==> src/include/mem_arb_params.svh <==
`ifndef MEM_ARB_PARAMS_SVH
`define MEM_ARB_PARAMS_SVH

// Outstanding tagged requests in the matching queue
`define MEM_ARB_QUEUE_DEPTH 16
// Pointer width, log2 of the depth
`define MEM_ARB_QUEUE_DEPTH_N 4

// Request side widths
`define MEM_ARB_ADDR_W 32
`define MEM_ARB_WDATA_W 32
`define MEM_ARB_PDT_W 32

// Response side widths
`define MEM_ARB_RDATA_W 64
`define MEM_ARB_FLAGS_W 28

`endif
==> src/logic/mem_arb_pkg.sv <==
`default_nettype none

package mem_arb_pkg;

	// Source tags kept in the matching queue
	localparam logic SRC_INST = 1'b0;
	localparam logic SRC_DATA = 1'b1;

	// Every instruction fetch is a full word read
	localparam logic [1:0] FETCH_ORDER = 2'd2;
	localparam logic [3:0] FETCH_MASK = 4'hf;

endpackage

`default_nettype wire

==> src/logic/match_queue_if.sv <==
`default_nettype none
`timescale 1ns/100ps

interface match_queue_if;

	// Write side
	logic wr_req;
	logic wr_tag;
	logic full;

	// Read side, head shown combinationally
	logic rd_req;
	logic rd_valid;
	logic rd_tag;

	// Empties the queue, wins over write and pop
	logic flush;

	modport arb (
		output wr_req,
		output wr_tag,
		output rd_req,
		output flush,
		input full,
		input rd_valid,
		input rd_tag
	);

	modport queue (
		input wr_req,
		input wr_tag,
		input rd_req,
		input flush,
		output full,
		output rd_valid,
		output rd_tag
	);

endinterface

`default_nettype wire

==> src/logic/memory_pipe_top.sv <==
`default_nettype none
`timescale 1ns/100ps
`include "mem_arb_params.svh"

module memory_pipe_top (
	input wire iCLOCK,
	input wire inRESET,
	// Data request
	input wire data_req,
	output wire data_lock,
	input wire [1:0] data_order,
	input wire [3:0] data_mask,
	input wire data_rw,
	input wire [1:0] data_mmumod,
	input wire [`MEM_ARB_PDT_W-1:0] data_pdt,
	input wire [`MEM_ARB_ADDR_W-1:0] data_addr,
	input wire [`MEM_ARB_WDATA_W-1:0] data_wdata,
	// Data response
	output wire data_valid,
	input wire data_busy,
	output wire data_pagefault,
	output wire [`MEM_ARB_RDATA_W-1:0] data_rdata,
	output wire [`MEM_ARB_FLAGS_W-1:0] data_mmu_flags,
	// Instruction request
	input wire inst_req,
	output wire inst_lock,
	input wire [1:0] inst_mmumod,
	input wire [`MEM_ARB_PDT_W-1:0] inst_pdt,
	input wire [`MEM_ARB_ADDR_W-1:0] inst_addr,
	// Instruction response
	output wire inst_valid,
	input wire inst_busy,
	output wire inst_pagefault,
	output wire inst_queue_flush,
	output wire [`MEM_ARB_RDATA_W-1:0] inst_rdata,
	output wire [`MEM_ARB_FLAGS_W-1:0] inst_mmu_flags,
	// Memory request
	output wire mem_req,
	input wire mem_lock,
	output wire mem_data_store_ack,
	output wire [1:0] mem_mmu_mode,
	output wire [`MEM_ARB_PDT_W-1:0] mem_pdt,
	output wire [1:0] mem_order,
	output wire [3:0] mem_mask,
	output wire mem_rw,
	output wire [`MEM_ARB_ADDR_W-1:0] mem_addr,
	output wire [`MEM_ARB_WDATA_W-1:0] mem_wdata,
	// Memory response
	input wire mem_valid,
	output wire mem_busy,
	input wire mem_store_ack,
	input wire mem_pagefault,
	input wire mem_queue_flush,
	input wire [`MEM_ARB_RDATA_W-1:0] mem_rdata,
	input wire [`MEM_ARB_FLAGS_W-1:0] mem_mmu_flags
);

	match_queue_if mq_if ();

	memory_pipe_arbiter u_arbiter (
		.iCLOCK(iCLOCK),
		.inRESET(inRESET),
		.data_req(data_req),
		.data_lock(data_lock),
		.data_order(data_order),
		.data_mask(data_mask),
		.data_rw(data_rw),
		.data_mmumod(data_mmumod),
		.data_pdt(data_pdt),
		.data_addr(data_addr),
		.data_wdata(data_wdata),
		.data_valid(data_valid),
		.data_busy(data_busy),
		.data_pagefault(data_pagefault),
		.data_rdata(data_rdata),
		.data_mmu_flags(data_mmu_flags),
		.inst_req(inst_req),
		.inst_lock(inst_lock),
		.inst_mmumod(inst_mmumod),
		.inst_pdt(inst_pdt),
		.inst_addr(inst_addr),
		.inst_valid(inst_valid),
		.inst_busy(inst_busy),
		.inst_pagefault(inst_pagefault),
		.inst_queue_flush(inst_queue_flush),
		.inst_rdata(inst_rdata),
		.inst_mmu_flags(inst_mmu_flags),
		.mem_req(mem_req),
		.mem_lock(mem_lock),
		.mem_data_store_ack(mem_data_store_ack),
		.mem_mmu_mode(mem_mmu_mode),
		.mem_pdt(mem_pdt),
		.mem_order(mem_order),
		.mem_mask(mem_mask),
		.mem_rw(mem_rw),
		.mem_addr(mem_addr),
		.mem_wdata(mem_wdata),
		.mem_valid(mem_valid),
		.mem_busy(mem_busy),
		.mem_store_ack(mem_store_ack),
		.mem_pagefault(mem_pagefault),
		.mem_queue_flush(mem_queue_flush),
		.mem_rdata(mem_rdata),
		.mem_mmu_flags(mem_mmu_flags),
		.mq(mq_if.arb)
	);

	// Tags of outstanding loads and fetches, in issue order
	arbiter_matching_queue #(
		.DEPTH(`MEM_ARB_QUEUE_DEPTH),
		.DEPTH_N(`MEM_ARB_QUEUE_DEPTH_N)
	) u_queue (
		.iCLOCK(iCLOCK),
		.inRESET(inRESET),
		.q(mq_if.queue)
	);

endmodule

`default_nettype wire

==> src/logic/memory_pipe_arbiter.sv <==
`default_nettype none
`timescale 1ns/100ps
`include "mem_arb_params.svh"

module memory_pipe_arbiter
	import mem_arb_pkg::*;
(
	input wire iCLOCK,
	input wire inRESET,
	// Data request
	input wire data_req,
	output logic data_lock,
	input wire [1:0] data_order,
	input wire [3:0] data_mask,
	input wire data_rw,
	input wire [1:0] data_mmumod,
	input wire [`MEM_ARB_PDT_W-1:0] data_pdt,
	input wire [`MEM_ARB_ADDR_W-1:0] data_addr,
	input wire [`MEM_ARB_WDATA_W-1:0] data_wdata,
	// Data response
	output logic data_valid,
	input wire data_busy,
	output logic data_pagefault,
	output logic [`MEM_ARB_RDATA_W-1:0] data_rdata,
	output logic [`MEM_ARB_FLAGS_W-1:0] data_mmu_flags,
	// Instruction request
	input wire inst_req,
	output logic inst_lock,
	input wire [1:0] inst_mmumod,
	input wire [`MEM_ARB_PDT_W-1:0] inst_pdt,
	input wire [`MEM_ARB_ADDR_W-1:0] inst_addr,
	// Instruction response
	output logic inst_valid,
	input wire inst_busy,
	output logic inst_pagefault,
	output logic inst_queue_flush,
	output logic [`MEM_ARB_RDATA_W-1:0] inst_rdata,
	output logic [`MEM_ARB_FLAGS_W-1:0] inst_mmu_flags,
	// Memory request
	output logic mem_req,
	input wire mem_lock,
	output logic mem_data_store_ack,
	output logic [1:0] mem_mmu_mode,
	output logic [`MEM_ARB_PDT_W-1:0] mem_pdt,
	output logic [1:0] mem_order,
	output logic [3:0] mem_mask,
	output logic mem_rw,
	output logic [`MEM_ARB_ADDR_W-1:0] mem_addr,
	output logic [`MEM_ARB_WDATA_W-1:0] mem_wdata,
	// Memory response
	input wire mem_valid,
	output logic mem_busy,
	input wire mem_store_ack,
	input wire mem_pagefault,
	input wire mem_queue_flush,
	input wire [`MEM_ARB_RDATA_W-1:0] mem_rdata,
	input wire [`MEM_ARB_FLAGS_W-1:0] mem_mmu_flags,
	// Matching queue
	match_queue_if.arb mq
);

	logic common_lock;
	logic data_accept;
	logic inst_accept;
	logic take_resp;
	logic inst_take;
	logic data_take;
	logic inst_valid_r;

	// Data side wins, fetch waits behind any data request
	assign common_lock = mem_lock || mq.full;
	assign inst_lock = common_lock || data_req;
	assign data_lock = common_lock || (inst_req && !data_req);
	assign data_accept = data_req && !data_lock;
	assign inst_accept = inst_req && !inst_lock;

	// Stores only get an acknowledge, so they carry no tag
	assign mq.wr_req = data_accept ? !data_rw : inst_accept;
	assign mq.wr_tag = data_accept ? SRC_DATA : SRC_INST;
	assign mq.flush = mem_queue_flush;

	// Memory request control
	always_ff @(posedge iCLOCK or negedge inRESET) begin
		if (!inRESET) begin
			mem_req <= 1'b0;
			mem_data_store_ack <= 1'b0;
		end else if (mem_queue_flush) begin
			mem_req <= 1'b0;
			mem_data_store_ack <= 1'b0;
		end else if (!mem_lock) begin
			// Current request is taken by memory on this edge
			mem_req <= data_accept || inst_accept;
			mem_data_store_ack <= data_accept && data_rw;
		end
	end

	// Request fields hold until a new request is accepted
	always_ff @(posedge iCLOCK) begin
		if (data_accept) begin
			mem_mmu_mode <= data_mmumod;
			mem_pdt <= data_pdt;
			mem_order <= data_order;
			mem_mask <= data_mask;
			mem_rw <= data_rw;
			mem_addr <= data_addr;
			mem_wdata <= data_wdata;
		end else if (inst_accept) begin
			mem_mmu_mode <= inst_mmumod;
			mem_pdt <= inst_pdt;
			mem_order <= FETCH_ORDER;
			mem_mask <= FETCH_MASK;
			mem_rw <= 1'b0;
			mem_addr <= inst_addr;
			mem_wdata <= '0;
		end
	end

	// Memory holds its response while either side is busy
	assign mem_busy = data_busy || inst_busy;
	assign take_resp = mem_valid && !mem_busy;
	assign mq.rd_req = take_resp && !mem_store_ack;

	assign inst_take = take_resp && !mem_store_ack && mq.rd_valid && (mq.rd_tag == SRC_INST);
	assign data_take = take_resp
		&& (mem_store_ack || (mq.rd_valid && (mq.rd_tag == SRC_DATA)));

	always_ff @(posedge iCLOCK or negedge inRESET) begin
		if (!inRESET) begin
			inst_valid_r <= 1'b0;
			data_valid <= 1'b0;
			inst_queue_flush <= 1'b0;
		end else begin
			if (!inst_busy) begin
				inst_valid_r <= inst_take;
			end
			data_valid <= data_take;
			inst_queue_flush <= mem_queue_flush;
		end
	end

	// Response words, loaded only when a response is routed there
	always_ff @(posedge iCLOCK) begin
		if (inst_take) begin
			inst_pagefault <= mem_pagefault;
			inst_rdata <= mem_rdata;
			inst_mmu_flags <= mem_mmu_flags;
		end
		if (data_take) begin
			data_pagefault <= mem_pagefault;
			data_rdata <= mem_rdata;
			data_mmu_flags <= mem_mmu_flags;
		end
	end

	assign inst_valid = inst_valid_r && !inst_busy;

	// Memory sees a steady request while it stalls us
	a_mem_req_stable: assert property (@(posedge iCLOCK) disable iff (!inRESET)
		(mem_req && mem_lock && !mem_queue_flush) |=> (mem_req
		&& $stable({mem_data_store_ack, mem_mmu_mode, mem_pdt, mem_order,
		mem_mask, mem_rw, mem_addr, mem_wdata})));

	// No valid during busy, and the pending fetch response survives it
	a_inst_busy_hold: assert property (@(posedge iCLOCK) disable iff (!inRESET)
		(inst_busy && inst_valid_r) |-> (!inst_valid ##1 inst_valid_r));

endmodule

`default_nettype wire

==> src/logic/arbiter_matching_queue.sv <==
`default_nettype none
`timescale 1ns/100ps
`include "mem_arb_params.svh"

module arbiter_matching_queue
	import mem_arb_pkg::*;
#(
	parameter int DEPTH = `MEM_ARB_QUEUE_DEPTH,
	parameter int DEPTH_N = `MEM_ARB_QUEUE_DEPTH_N
) (
	input wire iCLOCK,
	input wire inRESET,
	match_queue_if.queue q
);

	localparam logic [DEPTH_N:0] FULL_COUNT = (DEPTH_N + 1)'(DEPTH);

	logic tag_mem [DEPTH];
	logic [DEPTH_N-1:0] wr_ptr;
	logic [DEPTH_N-1:0] rd_ptr;
	logic [DEPTH_N:0] count;
	logic push;
	logic pop;

	assign push = q.wr_req && !q.full;
	assign pop = q.rd_req && q.rd_valid;

	// Pointers wrap on their own, depth is a power of two
	always_ff @(posedge iCLOCK or negedge inRESET) begin
		if (!inRESET) begin
			wr_ptr <= '0;
			rd_ptr <= '0;
			count <= '0;
		end else if (q.flush) begin
			wr_ptr <= '0;
			rd_ptr <= '0;
			count <= '0;
		end else begin
			if (push) begin
				wr_ptr <= wr_ptr + 1'b1;
			end
			if (pop) begin
				rd_ptr <= rd_ptr + 1'b1;
			end
			case ({push, pop})
				2'b10: count <= count + 1'b1;
				2'b01: count <= count - 1'b1;
				default: count <= count;
			endcase
		end
	end

	always_ff @(posedge iCLOCK) begin
		if (push) begin
			tag_mem[wr_ptr] <= q.wr_tag;
		end
	end

	assign q.full = (count == FULL_COUNT);
	assign q.rd_valid = (count != '0);
	// Empty queue reads as a fetch tag, rd_valid qualifies it
	assign q.rd_tag = q.rd_valid ? tag_mem[rd_ptr] : SRC_INST;

	// Arbiter folds full into its lock, so a write here means a lost tag
	a_no_write_full: assert property (@(posedge iCLOCK) disable iff (!inRESET)
		!(q.wr_req && q.full && !q.flush));

	// A non-store response with no tag left means memory answered too often
	a_no_pop_empty: assert property (@(posedge iCLOCK) disable iff (!inRESET)
		!(q.rd_req && !q.rd_valid && !q.flush));

endmodule

`default_nettype wire

==> config.mk <==
export PLATFORM = sky130hd
export DESIGN_NAME = memory_pipe_top
export DESIGN_NICKNAME = d
export VERILOG_FILES = /design/src/logic/mem_arb_pkg.sv /design/src/logic/match_queue_if.sv /design/src/logic/memory_pipe_top.sv /design/src/logic/memory_pipe_arbiter.sv /design/src/logic/arbiter_matching_queue.sv
export VERILOG_INCLUDE_DIRS = /design/src /design/src/include
export SDC_FILE = /design/constraint.sdc
export NUM_CORES = 1
export LEC_CHECK = 0
export BUFFER_PORTS_ARGS = -buffer_cell sky130_fd_sc_hd__buf_2
export CAP_MARGIN = 5
export CORE_AREA = 2 2 221 223
export CTS_BUF_LIST = sky130_fd_sc_hd__clkbuf_4
export CTS_CLUSTER_DIAMETER = 120
export DETAILED_ROUTE_END_ITERATION = 7
export DIE_AREA = 0 0 223 225
export PLACE_DENSITY_LB_ADDON = 0.08
export SYNTH_ARGS = -nofsm -noshare
export SYNTH_HDL_FRONTEND = slang
export SYNTH_SLANG_ARGS = --single-unit
==> constraint.sdc <==
create_clock -name iCLOCK -period 11.7 [get_ports iCLOCK]
set_input_delay 0.585 -clock iCLOCK [delete_from_list [all_inputs] [get_ports iCLOCK]]
set_output_delay 0.585 -clock iCLOCK [all_outputs]
set_load 0.03 [all_outputs]
==> flow_summary.json <==
{
  "status": "complete, no violations",
  "critPathArrivalTime_ns": 4.04,
  "grt_pass1_vias": 9419,
  "hold_viol": 0,
  "cp_num_buf_inv": 1,
  "switching_share_pct": 24.6,
  "synth_top_area_share_pct": 79.4,
  "synth_seq_cells": 325,
  "holdPathStages": 1,
  "internal_power_mw": 2.01,
  "synth_edf_count": 307,
  "synth_area_per_cell_um2": 20.4,
  "async_flop_share_pct": 5.54,
  "tightest_slew_ns": 1.02,
  "grt_util_all_layers_pct": 15.6,
  "final_max_slew_viol_count": 0,
  "path_clk_slew_ns": 0.06,
  "power_density_nw_per_um2": 142,
  "die_w_um": 223,
  "synth.distinct_cells": 45,
  "hp-start": "mem_queue_flush",
  "layout_commonest_cell": "buf_2",
  "rsz0062_at_grt": "false",
  "crit_family": "multiplexers",
  "postLayoutCoreUtil_pct": 39.4,
  "nNetsFinal": 1735,
  "firstDrtPassIters": 4,
  "setup-tns-final_ns": 0,
  "p_leak_nw": 7.82,
  "cts_tree": "built",
  "r2r-end": "u_arbiter.inst_rdata[43]",
  "via_per_inst": 4.05,
  "period_share_pct": 31.4,
  "cts_root_buf": "clkbuf_4",
  "cts_buffer_depth": 3,
  "hp-class": "in2reg",
  "die_area_um2": 50200,
  "whs_endpoint": "u_arbiter.inst_queue_flush",
  "syn_inst": 568,
  "final_cells": 2138,
  "cts_max_level": 3,
  "crit_type": "reg2reg",
  "setup_violations": 0,
  "final_cell_mix": "572 x buf_2, 307 x edfxtp_1, 234 x dlygate4sd3_1",
  "cts-hold-fix-buffers": 234,
  "io_buffers": 572,
  "grt_overflow_total": 0,
  "critPathMaxStageDelay_ns": 0.83,
  "multi_input_area_um2": 1830,
  "postRouteAntennaNets": 0,
  "yosysTopAreaCell": "edfxtp_1",
  "insertion_delay_ns": 0.79,
  "post_cts_resized": 0,
  "wirelength_um": 40200,
  "num_vias": 8667,
  "crit_required_ns": 12.07,
  "fp-row-count": 80,
  "die_h_um": 225,
  "finClkSkew_ns": 0.0471,
  "min_period_ns": 3.68,
  "drive_gt1_share_pct": 48.9,
  "wl_per_cell_um": 18.8,
  "dp_hpwl_um": 29300,
  "coreArea_um2": 47500,
  "slew_headroom_pct": 32.3,
  "antenna_found_initial": 8,
  "drv_cap": 0,
  "synth.cell_area_um2": 11600,
  "seq_area_frac_synth_pct": 83.3,
  "layout.area.seq_um2": 9670,
  "drc_errors": 0,
  "initial_utilization_pct": 24.4,
  "fill_cells": 4641,
  "dp.cells": 1741,
  "cp_cell_sequence": "mux4_2, mux4_2, nor2_4, buf_4",
  "grt_pass1_wl_um": 57600,
  "worstPathMaxFanout": 66,
  "cts_setup_buffers": 0,
  "max-vdd-ir-drop_mv": 0.0606,
  "pwr-share-clk_pct": 38.5,
  "whs_ns": 0.122,
  "grt_max_degree": 72,
  "crit_slowest_cell": "buf_4",
  "syn2layout_area_growth_pct": 61.3,
  "cts_buffers": 92,
  "worst_path_most_repeated_cell": "mux4_2",
  "finalWeightedCongestion": 0.774,
  "comb_power_share_pct": 11.4,
  "power.switching_mw": 0.656,
  "rr_worst_depth": 4,
  "p_seq_share_pct": 50.0,
  "cts_sinks": 325,
  "rrSetupSlack_ns": 8.02,
  "clock.fmax_mhz": 272,
  "syn-num-nets": 849,
  "yosys_warnings": 0,
  "synthTopCellsByArea": "edfxtp_1 79%, mux2_1 6.2%, dfrtp_1 3.9%",
  "r2r-start": "u_queue.rd_ptr[0]",
  "first_iter_violations": 280,
  "synthFlopType": "edfxtp_1",
  "critPathLaunchType": "flop",
  "endpoint_kind": "flop",
  "pin_count": 573
}
==> power by group through the flow <==
stage               clock network (mW)  logic (mW)  registers (mW)
floorplan                            0      0.0563            1.43
global placement                     0       0.238            1.36
detailed placement                   0       0.237            1.36
CTS                               1.08       0.308            1.33
global route                      1.14       0.327            1.34
finish                            1.03       0.305            1.33
==> worst max-delay path by stage <==
stage | from | to | slack (ns) | cells past startpoint
floorplan | u_queue.rd_ptr[0] | u_arbiter.data_valid | 2.97 | 5
global placement | u_queue.rd_ptr[0] | u_arbiter.inst_rdata[57] | 7.95 | 4
detailed placement | u_queue.rd_ptr[0] | u_arbiter.inst_mmu_flags[5] | 7.97 | 4
CTS | u_queue.rd_ptr[0] | u_arbiter.inst_rdata[43] | 7.92 | 4
global route | u_queue.rd_ptr[0] | u_arbiter.inst_rdata[43] | 7.81 | 4
finish | u_queue.rd_ptr[0] | u_arbiter.inst_rdata[43] | 8.02 | 4
==> cell usage after synthesis (2+ instances only) <==
| cell type | number |
|---|---|
| edfxtp_1 | 307 |
| mux2_1 | 64 |
| and3_1 | 34 |
| nor2_1 | 19 |
| dfrtp_1 | 18 |
| and2_1 | 11 |
| clkbuf_1 | 11 |
| inv_1 | 9 |
| a21oi_1 | 8 |
| buf_2 | 8 |
| ha_1 | 7 |
| nand2_1 | 7 |
| nand2b_1 | 6 |
| nand3_1 | 6 |
| mux4_2 | 5 |
| nor3_1 | 5 |
| xor2_1 | 4 |
| a21o_1 | 3 |
| o21ai_0 | 3 |
| xnor2_1 | 3 |
| and3b_1 | 2 |
| mux2_2 | 2 |
| nor3_2 | 2 |
| o21ai_2 | 2 |
| or4_1 | 2 |
==> kinds of logic (layout without fill, tap and decap cells) <==
| group | after synthesis | in the layout | share of synthesized area [%] |
|---|---|---|---|
| other | 0 | 3 | 0 |
| and+or+nand+nor | 104 | 104 | 5.33 |
| adders and majority gates | 7 | 7 | 0.755 |
| buffers and inverters | 30 | 982 | 1.15 |
| DFF | 325 | 325 | 83.3 |
| muxes | 72 | 72 | 7.46 |
| xor gates and xnor gates | 7 | 7 | 0.528 |
| AOI/OAI and AO/OA | 23 | 23 | 1.44 |
==> cell type report <==
cell class                 count  area share (%)
sequential                   325            51.7
inverter                       9           0.194
clock buffer                 137            5.50
antenna                        3          0.0401
clock inverter                23           0.642
timing repair buffer         813            28.1
multi-input combinational    213            9.76
tap                          615            4.11
==> sequential cells by signal (all words and copies together), names as in the netlist, 2 cells and up <==
register,flops
u_arbiter.data_mmu_flags,28
u_arbiter.data_rdata,64
u_arbiter.inst_mmu_flags,28
u_arbiter.inst_rdata,64
u_arbiter.mem_addr,32
u_arbiter.mem_mask,4
u_arbiter.mem_mmu_mode,2
u_arbiter.mem_order,2
u_arbiter.mem_pdt,32
u_arbiter.mem_wdata,32
u_queue.count,5
u_queue.rd_ptr,4
u_queue.tag_mem,16
u_queue.wr_ptr,4
==> stage by stage <==
| step | area (um2) | total power, mW | setup slack (ns) |
|---|---|---|---|
| finish | 18700 | 2.66 | 8.02 |
| global route | 18700 | 2.80 | 7.81 |
| CTS | 18700 | 2.72 | 7.92 |
| detailed placement | 15200 | 1.59 | 7.97 |
| global placement | 15200 | 1.60 | 7.95 |
| floorplan | 11600 | 1.49 | 2.97 |
==> routing by layer <==
layer / vias up / global-route usage, % / share of wire [%]
met5: - / 0 / 0.16
met4: 10 / 7.97 / 3.2
met3: 73 / 7.31 / 11
met2: 464 / 25.9 / 48
met1: 4063 / 16.6 / 38
li1: 4057 / - / -
(Power assumes the default switching activity.)
